==> src/rtl/i2c_sensor_consts.svh <==
`default_nettype none

`ifndef I2C_SENSOR_CONSTS_SVH
`define I2C_SENSOR_CONSTS_SVH

// 7-bit target address out of reset
`define I2C_RESET_ADDR  7'h10

// register map
`define REG_DEVICE_ADDR 16'h0000 // holds the matched device address
`define REG_ID_FIRST    16'h0001 // identity bytes
`define REG_ID_LAST     16'h0004
`define REG_RW_FIRST    16'h0005 // read/write bytes
`define REG_RW_LAST     16'h000C

// identity byte k reads base plus k
`define ID_BASE_VAL     8'hA0

// read/write byte k resets to base plus k
`define RW_RESET_BASE   8'hB0

// returned for unmapped addresses
`define RD_FILL_VAL     8'hFF

`endif

`default_nettype wire

==> src/rtl/i2c_sensor_pkg.sv <==
`default_nettype none

package i2c_sensor_pkg;

	// bit engine to controller, every flag is a one-cycle strobe
	typedef struct packed {
		logic       start;      // start or repeated start
		logic       stop;
		logic       byte_vld;   // byte received, or ninth bit of a sent byte
		logic       master_ack; // master acked the sent byte
		logic [7:0] rx_byte;    // valid with byte_vld in receive mode
	} bus_ev_t;

	// controller to bit engine
	typedef struct packed {
		logic       ack_en;  // level, ack the next ninth bit
		logic       tx_mode; // level, shift bytes out
		logic       tx_load; // strobe, take tx_byte
		logic [7:0] tx_byte;
	} bit_ctl_t;

	// controller to register file
	typedef struct packed {
		logic        wr_stb;
		logic        rd_stb;
		logic [15:0] addr;
		logic [7:0]  wdata;
	} reg_req_t;

endpackage

`default_nettype wire

==> src/rtl/i2c_bit_engine.sv <==
`timescale 1ns/1ps
`default_nettype none

module i2c_bit_engine import i2c_sensor_pkg::*; (
	input  logic     sys_clk,
	input  logic     rst_n,
	input  logic     scl_i,
	input  logic     sda_i,
	input  bit_ctl_t ctl_i,
	output bus_ev_t  ev_o,
	output logic     sda_oe_o
);

	logic [1:0] scl_sync;
	logic [1:0] sda_sync;
	logic       scl_q;
	logic       sda_q;
	logic       scl_rise;
	logic       scl_fall;
	logic       bus_start;
	logic       bus_stop;
	logic [3:0] bit_cnt;
	logic [7:0] rx_sh;
	logic [7:0] tx_sh;
	logic       tx_full;
	logic       tx_busy;
	logic       sda_oe_q;
	bus_ev_t    ev_q;

	// two-flop synchronizers plus one delay stage for edges
	always_ff @(posedge sys_clk) begin
		if (!rst_n) begin
			scl_sync <= 2'b11; // idle bus is high
			sda_sync <= 2'b11;
			scl_q    <= 1'b1;
			sda_q    <= 1'b1;
		end else begin
			scl_sync <= {scl_sync[0], scl_i};
			sda_sync <= {sda_sync[0], sda_i};
			scl_q    <= scl_sync[1];
			sda_q    <= sda_sync[1];
		end
	end

	assign scl_rise  = scl_sync[1] & ~scl_q;
	assign scl_fall  = ~scl_sync[1] & scl_q;
	assign bus_start = scl_sync[1] & scl_q & sda_q & ~sda_sync[1]; // sda falls, scl high
	assign bus_stop  = scl_sync[1] & scl_q & ~sda_q & sda_sync[1]; // sda rises, scl high

	// bit counter and bus events
	always_ff @(posedge sys_clk) begin
		if (!rst_n) begin
			ev_q    <= '0;
			bit_cnt <= 4'd0;
		end else begin
			ev_q       <= '0;
			ev_q.start <= bus_start;
			ev_q.stop  <= bus_stop;
			if (bus_start || bus_stop) begin
				bit_cnt <= 4'd0;
			end else if (scl_rise) begin
				if (bit_cnt == 4'd8) begin
					bit_cnt <= 4'd0;
					if (tx_busy) begin // master ack after a sent byte
						ev_q.byte_vld   <= 1'b1;
						ev_q.master_ack <= ~sda_sync[1];
					end
				end else begin
					bit_cnt <= bit_cnt + 4'd1;
					if (bit_cnt == 4'd7 && !ctl_i.tx_mode) begin
						ev_q.byte_vld <= 1'b1;
						ev_q.rx_byte  <= {rx_sh[6:0], sda_sync[1]};
					end
				end
			end
		end
	end

	// receive shift, msb first
	always_ff @(posedge sys_clk) begin
		if (scl_rise && bit_cnt < 4'd8 && !ctl_i.tx_mode) begin
			rx_sh <= {rx_sh[6:0], sda_sync[1]};
		end
	end

	// transmit shift register
	always_ff @(posedge sys_clk) begin
		if (ctl_i.tx_load) begin
			tx_sh <= ctl_i.tx_byte;
		end else if (scl_fall && bit_cnt < 4'd8 && (tx_busy || (bit_cnt == 4'd0 && tx_full))) begin
			tx_sh <= {tx_sh[6:0], 1'b0};
		end
	end

	// sda drive, changes only while scl is low
	always_ff @(posedge sys_clk) begin
		if (!rst_n) begin
			sda_oe_q <= 1'b0;
			tx_full  <= 1'b0;
			tx_busy  <= 1'b0;
		end else if (bus_start || bus_stop) begin
			sda_oe_q <= 1'b0;
			tx_full  <= 1'b0;
			tx_busy  <= 1'b0;
		end else begin
			if (ctl_i.tx_load) begin
				tx_full <= 1'b1;
			end
			if (scl_rise && bit_cnt == 4'd8) begin
				tx_busy <= 1'b0; // byte and its ack done
			end
			if (scl_fall) begin
				if (bit_cnt == 4'd8) begin
					// our ack, or let go for the master's ack
					sda_oe_q <= ctl_i.ack_en & ~tx_busy;
				end else if (bit_cnt == 4'd0) begin
					if (ctl_i.tx_mode && tx_full) begin
						sda_oe_q <= ~tx_sh[7]; // msb of the loaded byte
						tx_full  <= 1'b0;
						tx_busy  <= 1'b1;
					end else begin
						sda_oe_q <= 1'b0; // end of ack bit
					end
				end else if (tx_busy) begin
					sda_oe_q <= ~tx_sh[7];
				end
			end
		end
	end

	assign ev_o     = ev_q;
	assign sda_oe_o = sda_oe_q;

endmodule

`default_nettype wire

==> src/rtl/i2c_xfer_ctrl.sv <==
`timescale 1ns/1ps
`default_nettype none

module i2c_xfer_ctrl import i2c_sensor_pkg::*; (
	input  logic       sys_clk,
	input  logic       rst_n,
	input  bus_ev_t    ev_i,
	input  logic [6:0] dev_addr_i,
	input  logic [7:0] rdata_i,
	output bit_ctl_t   ctl_o,
	output reg_req_t   req_o
);

	typedef enum logic [2:0] {
		ST_IDLE,
		ST_DEV,   // device address byte
		ST_RA_HI, // register address high byte
		ST_RA_LO, // register address low byte
		ST_WR,
		ST_RD
	} state_t;

	state_t      state;
	logic [15:0] reg_addr;
	logic [7:0]  wdata;
	logic        ack_en;
	logic        tx_mode;
	logic        wr_stb;
	logic        rd_stb;
	logic        load_d1;
	logic        tx_load;

	always_ff @(posedge sys_clk) begin
		if (!rst_n) begin
			state    <= ST_IDLE;
			reg_addr <= 16'h0000;
			ack_en   <= 1'b0;
			tx_mode  <= 1'b0;
			wr_stb   <= 1'b0;
			rd_stb   <= 1'b0;
		end else begin
			wr_stb <= 1'b0;
			rd_stb <= 1'b0;
			if (wr_stb) begin
				reg_addr <= reg_addr + 16'd1; // step after the write lands
			end
			if (ev_i.stop) begin
				state   <= ST_IDLE;
				ack_en  <= 1'b0;
				tx_mode <= 1'b0;
			end else if (ev_i.start) begin
				state   <= ST_DEV; // reg_addr kept for repeated start
				ack_en  <= 1'b0;
				tx_mode <= 1'b0;
			end else if (ev_i.byte_vld) begin
				case (state)
					ST_DEV: begin
						if (ev_i.rx_byte[7:1] == dev_addr_i) begin
							ack_en <= 1'b1;
							if (ev_i.rx_byte[0]) begin
								state   <= ST_RD;
								tx_mode <= 1'b1;
								rd_stb  <= 1'b1; // fetch first byte at current address
							end else begin
								state <= ST_RA_HI;
							end
						end else begin
							state  <= ST_IDLE; // not us, stay off the bus
							ack_en <= 1'b0;
						end
					end
					ST_RA_HI: begin
						reg_addr[15:8] <= ev_i.rx_byte;
						ack_en         <= 1'b1;
						state          <= ST_RA_LO;
					end
					ST_RA_LO: begin
						reg_addr[7:0] <= ev_i.rx_byte;
						ack_en        <= 1'b1;
						state         <= ST_WR;
					end
					ST_WR: begin
						wr_stb <= 1'b1;
						ack_en <= 1'b1;
					end
					ST_RD: begin
						ack_en <= 1'b0;
						if (ev_i.master_ack) begin
							reg_addr <= reg_addr + 16'd1;
							rd_stb   <= 1'b1;
						end else begin
							state   <= ST_IDLE; // nack ends the read
							tx_mode <= 1'b0;
						end
					end
					default: begin
						ack_en <= 1'b0;
					end
				endcase
			end
		end
	end

	// write data capture
	always_ff @(posedge sys_clk) begin
		if (ev_i.byte_vld) begin
			wdata <= ev_i.rx_byte;
		end
	end

	// tx_load two cycles behind rd_stb, rdata valid by then
	always_ff @(posedge sys_clk) begin
		if (!rst_n) begin
			load_d1 <= 1'b0;
			tx_load <= 1'b0;
		end else begin
			load_d1 <= rd_stb;
			tx_load <= load_d1;
		end
	end

	assign ctl_o.ack_en  = ack_en;
	assign ctl_o.tx_mode = tx_mode;
	assign ctl_o.tx_load = tx_load;
	assign ctl_o.tx_byte = rdata_i; // held by the register file

	assign req_o.wr_stb = wr_stb;
	assign req_o.rd_stb = rd_stb;
	assign req_o.addr   = reg_addr;
	assign req_o.wdata  = wdata;

endmodule

`default_nettype wire

==> src/rtl/sensor_reg_file.sv <==
`timescale 1ns/1ps
`include "i2c_sensor_consts.svh"
`default_nettype none

module sensor_reg_file import i2c_sensor_pkg::*; (
	input  logic       sys_clk,
	input  logic       rst_n,
	input  reg_req_t   req_i,
	output logic [7:0] rdata_o,
	output logic [6:0] dev_addr_o
);

	localparam int RW_NUM = `REG_RW_LAST - `REG_RW_FIRST + 1;
	localparam int RW_IW  = $clog2(RW_NUM);

	logic [6:0]       dev_addr;
	logic [7:0]       rw_mem [RW_NUM];
	logic [7:0]       id_off;
	logic [RW_IW-1:0] rw_off;
	logic             in_id;
	logic             in_rw;
	logic [7:0]       rd_val;

	assign in_id  = (req_i.addr >= `REG_ID_FIRST) && (req_i.addr <= `REG_ID_LAST);
	assign in_rw  = (req_i.addr >= `REG_RW_FIRST) && (req_i.addr <= `REG_RW_LAST);
	assign id_off = req_i.addr[7:0] - 8'(`REG_ID_FIRST);
	assign rw_off = req_i.addr[RW_IW-1:0] - RW_IW'(`REG_RW_FIRST);

	// device address and read/write bytes
	always_ff @(posedge sys_clk) begin
		if (!rst_n) begin
			dev_addr <= `I2C_RESET_ADDR;
			for (int k = 0; k < RW_NUM; k++) begin
				rw_mem[k] <= `RW_RESET_BASE + 8'(k); // B0 upwards
			end
		end else if (req_i.wr_stb) begin
			if (req_i.addr == `REG_DEVICE_ADDR) begin
				dev_addr <= req_i.wdata[6:0];
			end
			if (in_rw) begin
				rw_mem[rw_off] <= req_i.wdata;
			end
			// identity range is read only
		end
	end

	// read mux
	always_comb begin
		rd_val = `RD_FILL_VAL;
		if (req_i.addr == `REG_DEVICE_ADDR) begin
			rd_val = {1'b0, dev_addr};
		end else if (in_id) begin
			rd_val = `ID_BASE_VAL + id_off;
		end else if (in_rw) begin
			rd_val = rw_mem[rw_off];
		end
	end

	// held until the next read strobe
	always_ff @(posedge sys_clk) begin
		if (req_i.rd_stb) begin
			rdata_o <= rd_val;
		end
	end

	assign dev_addr_o = dev_addr;

endmodule

`default_nettype wire

==> src/rtl/i2c_sensor_top.sv <==
`timescale 1ns/1ps
`default_nettype none

module i2c_sensor_top import i2c_sensor_pkg::*; (
	input  logic sys_clk,
	input  logic rst_n,
	input  logic scl_i,
	input  logic sda_i,
	output logic sda_oe_o // high pulls sda low
);

	bus_ev_t    bus_ev;
	bit_ctl_t   bit_ctl;
	reg_req_t   reg_req;
	logic [7:0] reg_rdata;
	logic [6:0] dev_addr;

	i2c_bit_engine i_bit_engine (
		.sys_clk  (sys_clk),
		.rst_n    (rst_n),
		.scl_i    (scl_i),
		.sda_i    (sda_i),
		.ctl_i    (bit_ctl),
		.ev_o     (bus_ev),
		.sda_oe_o (sda_oe_o)
	);

	i2c_xfer_ctrl i_xfer_ctrl (
		.sys_clk    (sys_clk),
		.rst_n      (rst_n),
		.ev_i       (bus_ev),
		.dev_addr_i (dev_addr),
		.rdata_i    (reg_rdata),
		.ctl_o      (bit_ctl),
		.req_o      (reg_req)
	);

	sensor_reg_file i_reg_file (
		.sys_clk    (sys_clk),
		.rst_n      (rst_n),
		.req_i      (reg_req),
		.rdata_o    (reg_rdata),
		.dev_addr_o (dev_addr)
	);

endmodule

`default_nettype wire

==> config.mk <==
export PLATFORM = sky130hd
export DESIGN_NAME = i2c_sensor_top
export DESIGN_NICKNAME = d
export VERILOG_FILES = /design/src/rtl/i2c_sensor_pkg.sv /design/src/rtl/i2c_bit_engine.sv /design/src/rtl/i2c_xfer_ctrl.sv /design/src/rtl/sensor_reg_file.sv /design/src/rtl/i2c_sensor_top.sv
export VERILOG_INCLUDE_DIRS = /design/src /design/src/rtl
export SDC_FILE = /design/constraint.sdc
export NUM_CORES = 1
export LEC_CHECK = 0
export ABC_AREA = 1
export BUFFER_PORTS_ARGS = -buffer_cell sky130_fd_sc_hd__buf_4
export CORE_ASPECT_RATIO = 0.75
export CORE_MARGIN = 2
export CORE_UTILIZATION = 55
export CTS_BUF_LIST = sky130_fd_sc_hd__clkbuf_8
export CTS_CLUSTER_DIAMETER = 30
export CTS_CLUSTER_SIZE = 14
export DETAILED_ROUTE_END_ITERATION = 8
export GPL_ROUTABILITY_DRIVEN = 0
export PLACE_DENSITY = 0.73
export SLEW_MARGIN = 20
export SYNTH_ARGS = -nofsm -noshare
export SYNTH_HDL_FRONTEND = slang
export SYNTH_SLANG_ARGS = --single-unit
==> constraint.sdc <==
create_clock -name sys_clk -period 2.4 [get_ports sys_clk]
set_input_delay 0.48 -clock sys_clk [delete_from_list [all_inputs] [get_ports sys_clk]]
set_output_delay 0.48 -clock sys_clk [all_outputs]
set_load 0.005 [all_outputs]
==> results of run 1 <==
state kept, by name, indices dropped and copies added, names as in the netlist, 7 cells and up:
signal / flops
i_bit_engine.rx_sh: 7
i_bit_engine.ev_o: 12
i_reg_file.rdata_o: 8
i_xfer_ctrl.wdata: 8
i_bit_engine.tx_sh: 8
i_xfer_ctrl.reg_addr: 16
i_reg_file.dev_addr_o: 7
i_reg_file.rw_mem: 64
metal layers:
layer	vias up	wire [um]
li1	3055	-
met1	2709	8060
met2	258	7450
met3	32	1970
met4	0	296
met5	-	0
cell families after synthesis:
group                    count (synthesis)  share of synthesized area, %
AO/OA/AOI/OAI                          142                          10.2
XOR/XNOR                                11                          1.28
adder cells (fa/ha/maj)                  6                         0.994
buffers and inverters                  150                          7.95
flip-flops                             152                          52.9
AND/OR/NAND/NOR                        461                          26.7
layout make-up:
cell class | count | area (um2) | area share, %
clock buffer | 17 | 234 | 2.86
clock inverter | 15 | 129 | 1.57
multi-input combinational | 620 | 2980 | 36.3
sequential | 152 | 3990 | 48.8
tap | 175 | 219 | 2.67
inverter | 124 | 465 | 5.68
timing repair buffer | 23 | 173 | 2.11
worst max-delay path, cell delays in order, from the launching register on:
cell and delay (ps):
dfxtp_1 370, inv_2 70, ha_1 220, inv_1 60, nand2_1 50, nand3_1 100
o21ai_2 80, nor2_4 160, nand3_4 260, nor2_4 240, inv_2 70, nand2_1 250
through the flow:
| step | total power (uW) | instance area [um2] |
|---|---|---|
| global placement | 3210 | 7810 |
| detailed placement | 3210 | 7810 |
| finish | 4980 | 8190 |
| floorplan | 3130 | 7550 |
| global route | 5150 | 8190 |
| CTS | 5000 | 8170 |
cell usage in the layout (no fill, tap or decap), types with 6 or more instances in the layout:
cell type / count
a21oi_1: 51
a31oi_1: 6
buf_4: 23
clkbuf_8: 17
dfxtp_1: 57
edfxtp_1: 95
ha_1: 6
inv_1: 107
inv_2: 15
nand2_1: 256
nand2_2: 9
nand3_1: 55
nand4_1: 15
nor2_1: 94
nor2_4: 13
o211ai_1: 7
o21ai_0: 55
o22ai_1: 11
or2_2: 6
xor2_1: 10
power groups by stage:
stage / logic, uW / clock network (uW) / registers [uW]
2_1_floorplan: 200 / 0 / 2930
3_3_place_gp: 270 / 0 / 2940
3_5_place_dp: 272 / 0 / 2940
4_1_cts: 273 / 1850 / 2880
5_1_grt: 315 / 1950 / 2890
6_report: 277 / 1820 / 2880
path summary, 6_finish.rpt:
path,to,cells past startpoint
worst max register to register,i_reg_file.rw_mem[3][0],11
worst min-delay path,i_bit_engine.sda_sync[0],2
worst min register to register,i_bit_engine.scl_sync[1],1
worst max-delay path,i_reg_file.rw_mem[3][0],11
==> summary.md, run 1 <==
| Metric | Value |
|---|---|
| Area of the die | 14700 um2 |
| Share of cells above drive strength 1 | between 10% and 20% |
| Largest net degree at the start of global routing | 29 |
| Post-CTS sizing | 0 |
| Met3 usage | about a tenth |
| Area Overhead vs Synth | 8.43% |
| Syn Nets | ~930 |
| Die outline height | ~110 um |
| GR Layer Usage met1 | approximately 37% |
| Fraction of registers with async set/reset | 0% |
| Yosys top cell area share | between 30% and 40% |
| RSZ-0062 raised after global routing | no |
| Fin util | ~60% |
| Cts hold-fix bufs | 0 |
| Clock power frac | about 37% |
| CP endpoint kind | flop |
| Via count | 6054 |
| Number of library cell types mapped by synthesis | 40 |
| Setup violators final | 0 |
| Worst hold path type | input port to flop |
| Cell taking the most area after synthesis | edfxtp_1 |
| Drt via density | approximately 5.4 |
| Antenna violations before repair | 0 |
| Final Non-Filler Cells | about 1100 |
| Fin crit share | between 90% and 100% |
| Sequential power share | between 50% and 60% |
| Post-DP HPWL | 13.0 mm |
| Critical-path maximum fanout | 8 |
| H-tree lvl count | 4 |
| Post-route setup slack | 144 ps |
| CP Data Required Time | approximately 2500 ps |
| CTS root buffer | clkbuf_8 |
| GR Util met2 | a little over a third |
| CP Class | flop to flop |
| Most used flip-flop cell after synthesis | edfxtp_1 |
| Clk slew on worst S/H paths | 80 ps |
| Num CTS Buffers | 17 |
| Setup TNS Final | 0 ps |
| Slew @ Worst Pin | just under 700 ps |
| Hold Slack | approximately 200 ps |
| Top-count cell post-synth | nand2_1 |
| Worst Setup SP | i_xfer_ctrl.reg_addr[0] |
| Rows | 37 |
| Combinational Power Share | 5.6% |
| Clock latency on the worst-skew pair | roughly 470 ps |
| Avg Cell Area, Syn | 8.19 um2 |
| DR WL/cell | about 16 um |
| Min Tclk post-route | 2260 ps |
| Fillers | roughly 1200 |
| Startpoint types | flop |
| CTS tree | built |
| Gate Count Post-Synth | 922 |
| Clock buffer depth | 2 |
| Register area share after synthesis | a little over half |
| Maximum VDD drop | about 0.00056 V |
| Most Used Layer, Global Route | met1 |
| GRT Resource Usage Total | around a quarter |
| Ant diodes | 0 |
| R2r startpoint | i_xfer_ctrl.reg_addr[0] |
| Die Width | ~140 um |
| Status | completed |
| Residual DRC | 0 |
| Ys Warns | 0 |
| Pint | about 3800 uW |
| DR iter-0 viols | about 600 |
| Top post-synthesis cells by count | 263 x nand2_1, 106 x inv_1, 95 x edfxtp_1, 94 x nor2_1, 57 x dfxtp_1 |
| Final Hold Vio Count | 0 |
| Setup Buffers After CTS | 0 |
| Net switching power | 1230 uW |
| Remaining antenna violation count after routing | 0 |
| Initial core utilization | between 50% and 60% |
| Fmax | between 400 and 500 MHz |
| WP data arrival | ~2400 ps |
| DP Cell Count | between 1000 and 1500 |
| Max-cap violations | 0 |
| Leak Pwr | roughly 0.0034 uW |
| First-pass GRT wire length | ~29 mm |
| Pre-antenna DRT Iters | 5 |
| Reg2reg setup slack | around 140 ps |
| Layout Nets | 948 |
| IO Pins | 5 |
| Number of I/O port buffers | 4 |
| EDFF count, synth | 95 |
| Slew Limit Fails | 0 |
| Worst Skew | between 15 and 20 ps |
| Hold_sp | sda_i |
| Pwr/cell area | about 610 nW/um2 |
| Top post-synthesis cells by area | edfxtp_1 38%, dfxtp_1 15%, nand2_1 13% |
| Slew headroom | between 50% and 60% |
| Final WL | 17.8 mm |
| Grt ovf | 0 |
| Vias in the first global route | 5608 |
| #FFs+latches synth | 152 |
| Core area | about 14000 um2 |
| CTS sink cnt | about 150 |
| Sw Share | about a quarter |
| Mapped Area | about 7600 um2 |
| Pre-CTS setup slack | 152 ps |
No activity file was read; power rests on OpenSTA's default activity.
==> run 2, diff against run 1 <==
Settings changed: RECOVER_POWER from default to 25.
==> run 2 against run 1 <==
- critical path type unchanged
- sequential power about the same
- clock-buffer cell count unchanged
- largest power group unchanged
- global-route usage unchanged
- wire length up 0.34%
- power about the same
- hold slack worse by 3.8 ps
==> summary.md, run 2 (synthesis gave the netlist of run 1 again) <==
| Metric | Value |
|---|---|
| Status | completed |
| CTS tree | built |
| CTS root buffer | clkbuf_8 |
| Clk slew on worst S/H paths | 80 ps |
| Worst Skew | approximately 16 ps |
| CP endpoint kind | flop |
| Final Hold Vio Count | 0 |
| Cts hold-fix bufs | 0 |
| Clock power frac | 36.6% |
| Num CTS Buffers | 17 |
| Share of cells above drive strength 1 | between 10% and 20% |
| Clock buffer depth | 2 |
| Ant diodes | 0 |
| Setup violators final | 0 |
| Top reg by flops | i_reg_file.rw_mem |
| Via count | 6092 |
| Sequential power share | ~58% |
| Setup Buffers After CTS | 0 |
| CTS sink cnt | 152 |
| Clock latency on the worst-skew pair | 480 ps |
| Slew @ Worst Pin | roughly 760 ps |
| Fmax | ~440 MHz |
| Post-CTS sizing | 0 |
| Antenna violations before repair | 0 |
| Slew Limit Fails | 0 |
| H-tree lvl count | 4 |
| Sw Share | 24.7% |
| Initial core utilization | 55.7% |
| Die outline height | 105 um |
| Largest net degree at the start of global routing | 29 |
| IO Pins | 5 |
| Leak Pwr | 0.00339 uW |
| Residual DRC | 0 |
| Maximum VDD drop | roughly 0.00055 V |
| Slew headroom | between 40% and 50% |
| WP data arrival | 2410 ps |
| CP Class | flop to flop |
| Most common cell after layout, fill and taps aside | nand2_1 |
| Pint | 3750 uW |
| Vias in the first global route | 5608 |
| Final WL | 17.8 mm |
| CP Data Required Time | ~2500 ps |
| Drt via density | 5.41 |
| Grt ovf | 0 |
| First-pass GRT wire length | roughly 29 mm |
| Worst hold path type | input port to flop |
| Pwr/cell area | about 610 nW/um2 |
| Area Overhead vs Synth | 8.23% |
| Fin crit share | a little over nine tenths |
| DP Cell Count | ~1100 |
| Critical-path maximum fanout | 8 |
| Max reg flops | 64 |
| Combinational Power Share | approximately 5.6% |
| Max-cap violations | 0 |
| Commonest cells after routing, fill and taps aside | 256 x nand2_1, 107 x inv_1, 95 x nor2_1, 95 x edfxtp_1, 57 x dfxtp_1 |
| RSZ-0062 raised after global routing | no |
| GRT Resource Usage Total | between 20 and 30% |
| Area of the die | between 10000 and 15000 um2 |
| DR iter-0 viols | 618 |
| Min Tclk post-route | about 2300 ps |
| DR WL/cell | 15.8 um |
| Startpoint types | flop |
| Die Width | ~140 um |
| Post-DP HPWL | around 13 mm |
| Net switching power | around 1200 uW |
| Remaining antenna violation count after routing | 0 |
| Setup TNS Final | 0 ps |
| Rows | 37 |
| Fillers | around 1200 |
| Layout Nets | roughly 950 |
| Pre-antenna DRT Iters | 8 |
| Core area | roughly 14000 um2 |
| Final Non-Filler Cells | approximately 1100 |
| Number of I/O port buffers | 4 |
run 2: critical path, stage by stage (launching register included):
cell and delay (ps):
dfxtp_1 370, inv_2 70, ha_1 220, inv_1 60, nand2_1 60, nand3_1 100
o21ai_2 80, nor2_4 160, nand3_4 260, nor2_4 240, inv_2 70, nand2_1 260
run 2: layer usage:
| layer | vias up | part of all wire (%) | track usage [%] |
|---|---|---|---|
| li1 | 3056 | - | - |
| met1 | 2743 | 46 | 36.6 |
| met2 | 259 | 42 | 36.0 |
| met3 | 34 | 11 | 10.0 |
| met4 | 0 | 1.7 | 7.29 |
| met5 | - | 0 | 0 |
run 2: path summary, 6_finish.rpt:
path	from	to	slack [ps]	depth (start not counted)
worst max-delay path	i_xfer_ctrl.reg_addr[0]	i_reg_file.rw_mem[3][1]	130	11
worst min-delay path	sda_i	i_bit_engine.sda_sync[0]	200	2
worst max register to register	i_xfer_ctrl.reg_addr[0]	i_reg_file.rw_mem[3][1]	130	11
worst min register to register	i_bit_engine.scl_sync[0]	i_bit_engine.scl_sync[1]	420	1
run 2: final cells by class:
type                            instances  area (um2)  area share (%)
Tap cell                              175         219            2.68
Timing Repair Buffer                   23         165            2.02
Clock buffer                           17         234            2.86
Inverter                              124         465            5.69
Sequential cell                       152        3990            48.9
Multi-Input combinational cell        620        2970            36.3
Clock inverter                         15         129            1.58
run 2: per-stage QoR:
stage / hold WS, ps / utilization [%] / instance area, um2 / worst slack [ps] / total power (uW)
6_report: 197 / 60.3 / 8170 / 131 / 4980
3_5_place_dp: 398 / 57.6 / 7810 / 152 / 3210
4_1_cts: 179 / 60.2 / 8170 / 140 / 5000
3_3_place_gp: 395 / 57.6 / 7810 / 204 / 3210
2_1_floorplan: 390 / - / 7550 / 24.2 / 3130
5_1_grt: 181 / 60.3 / 8170 / 1.93 / 5150
run 2: power by group through the flow:
stage | sequential, uW | clock, uW | combinational, uW
floorplan | 2930 | 0 | 200
global placement | 2940 | 0 | 270
detailed placement | 2940 | 0 | 272
CTS | 2880 | 1850 | 273
global route | 2890 | 1950 | 314
finish | 2880 | 1820 | 277
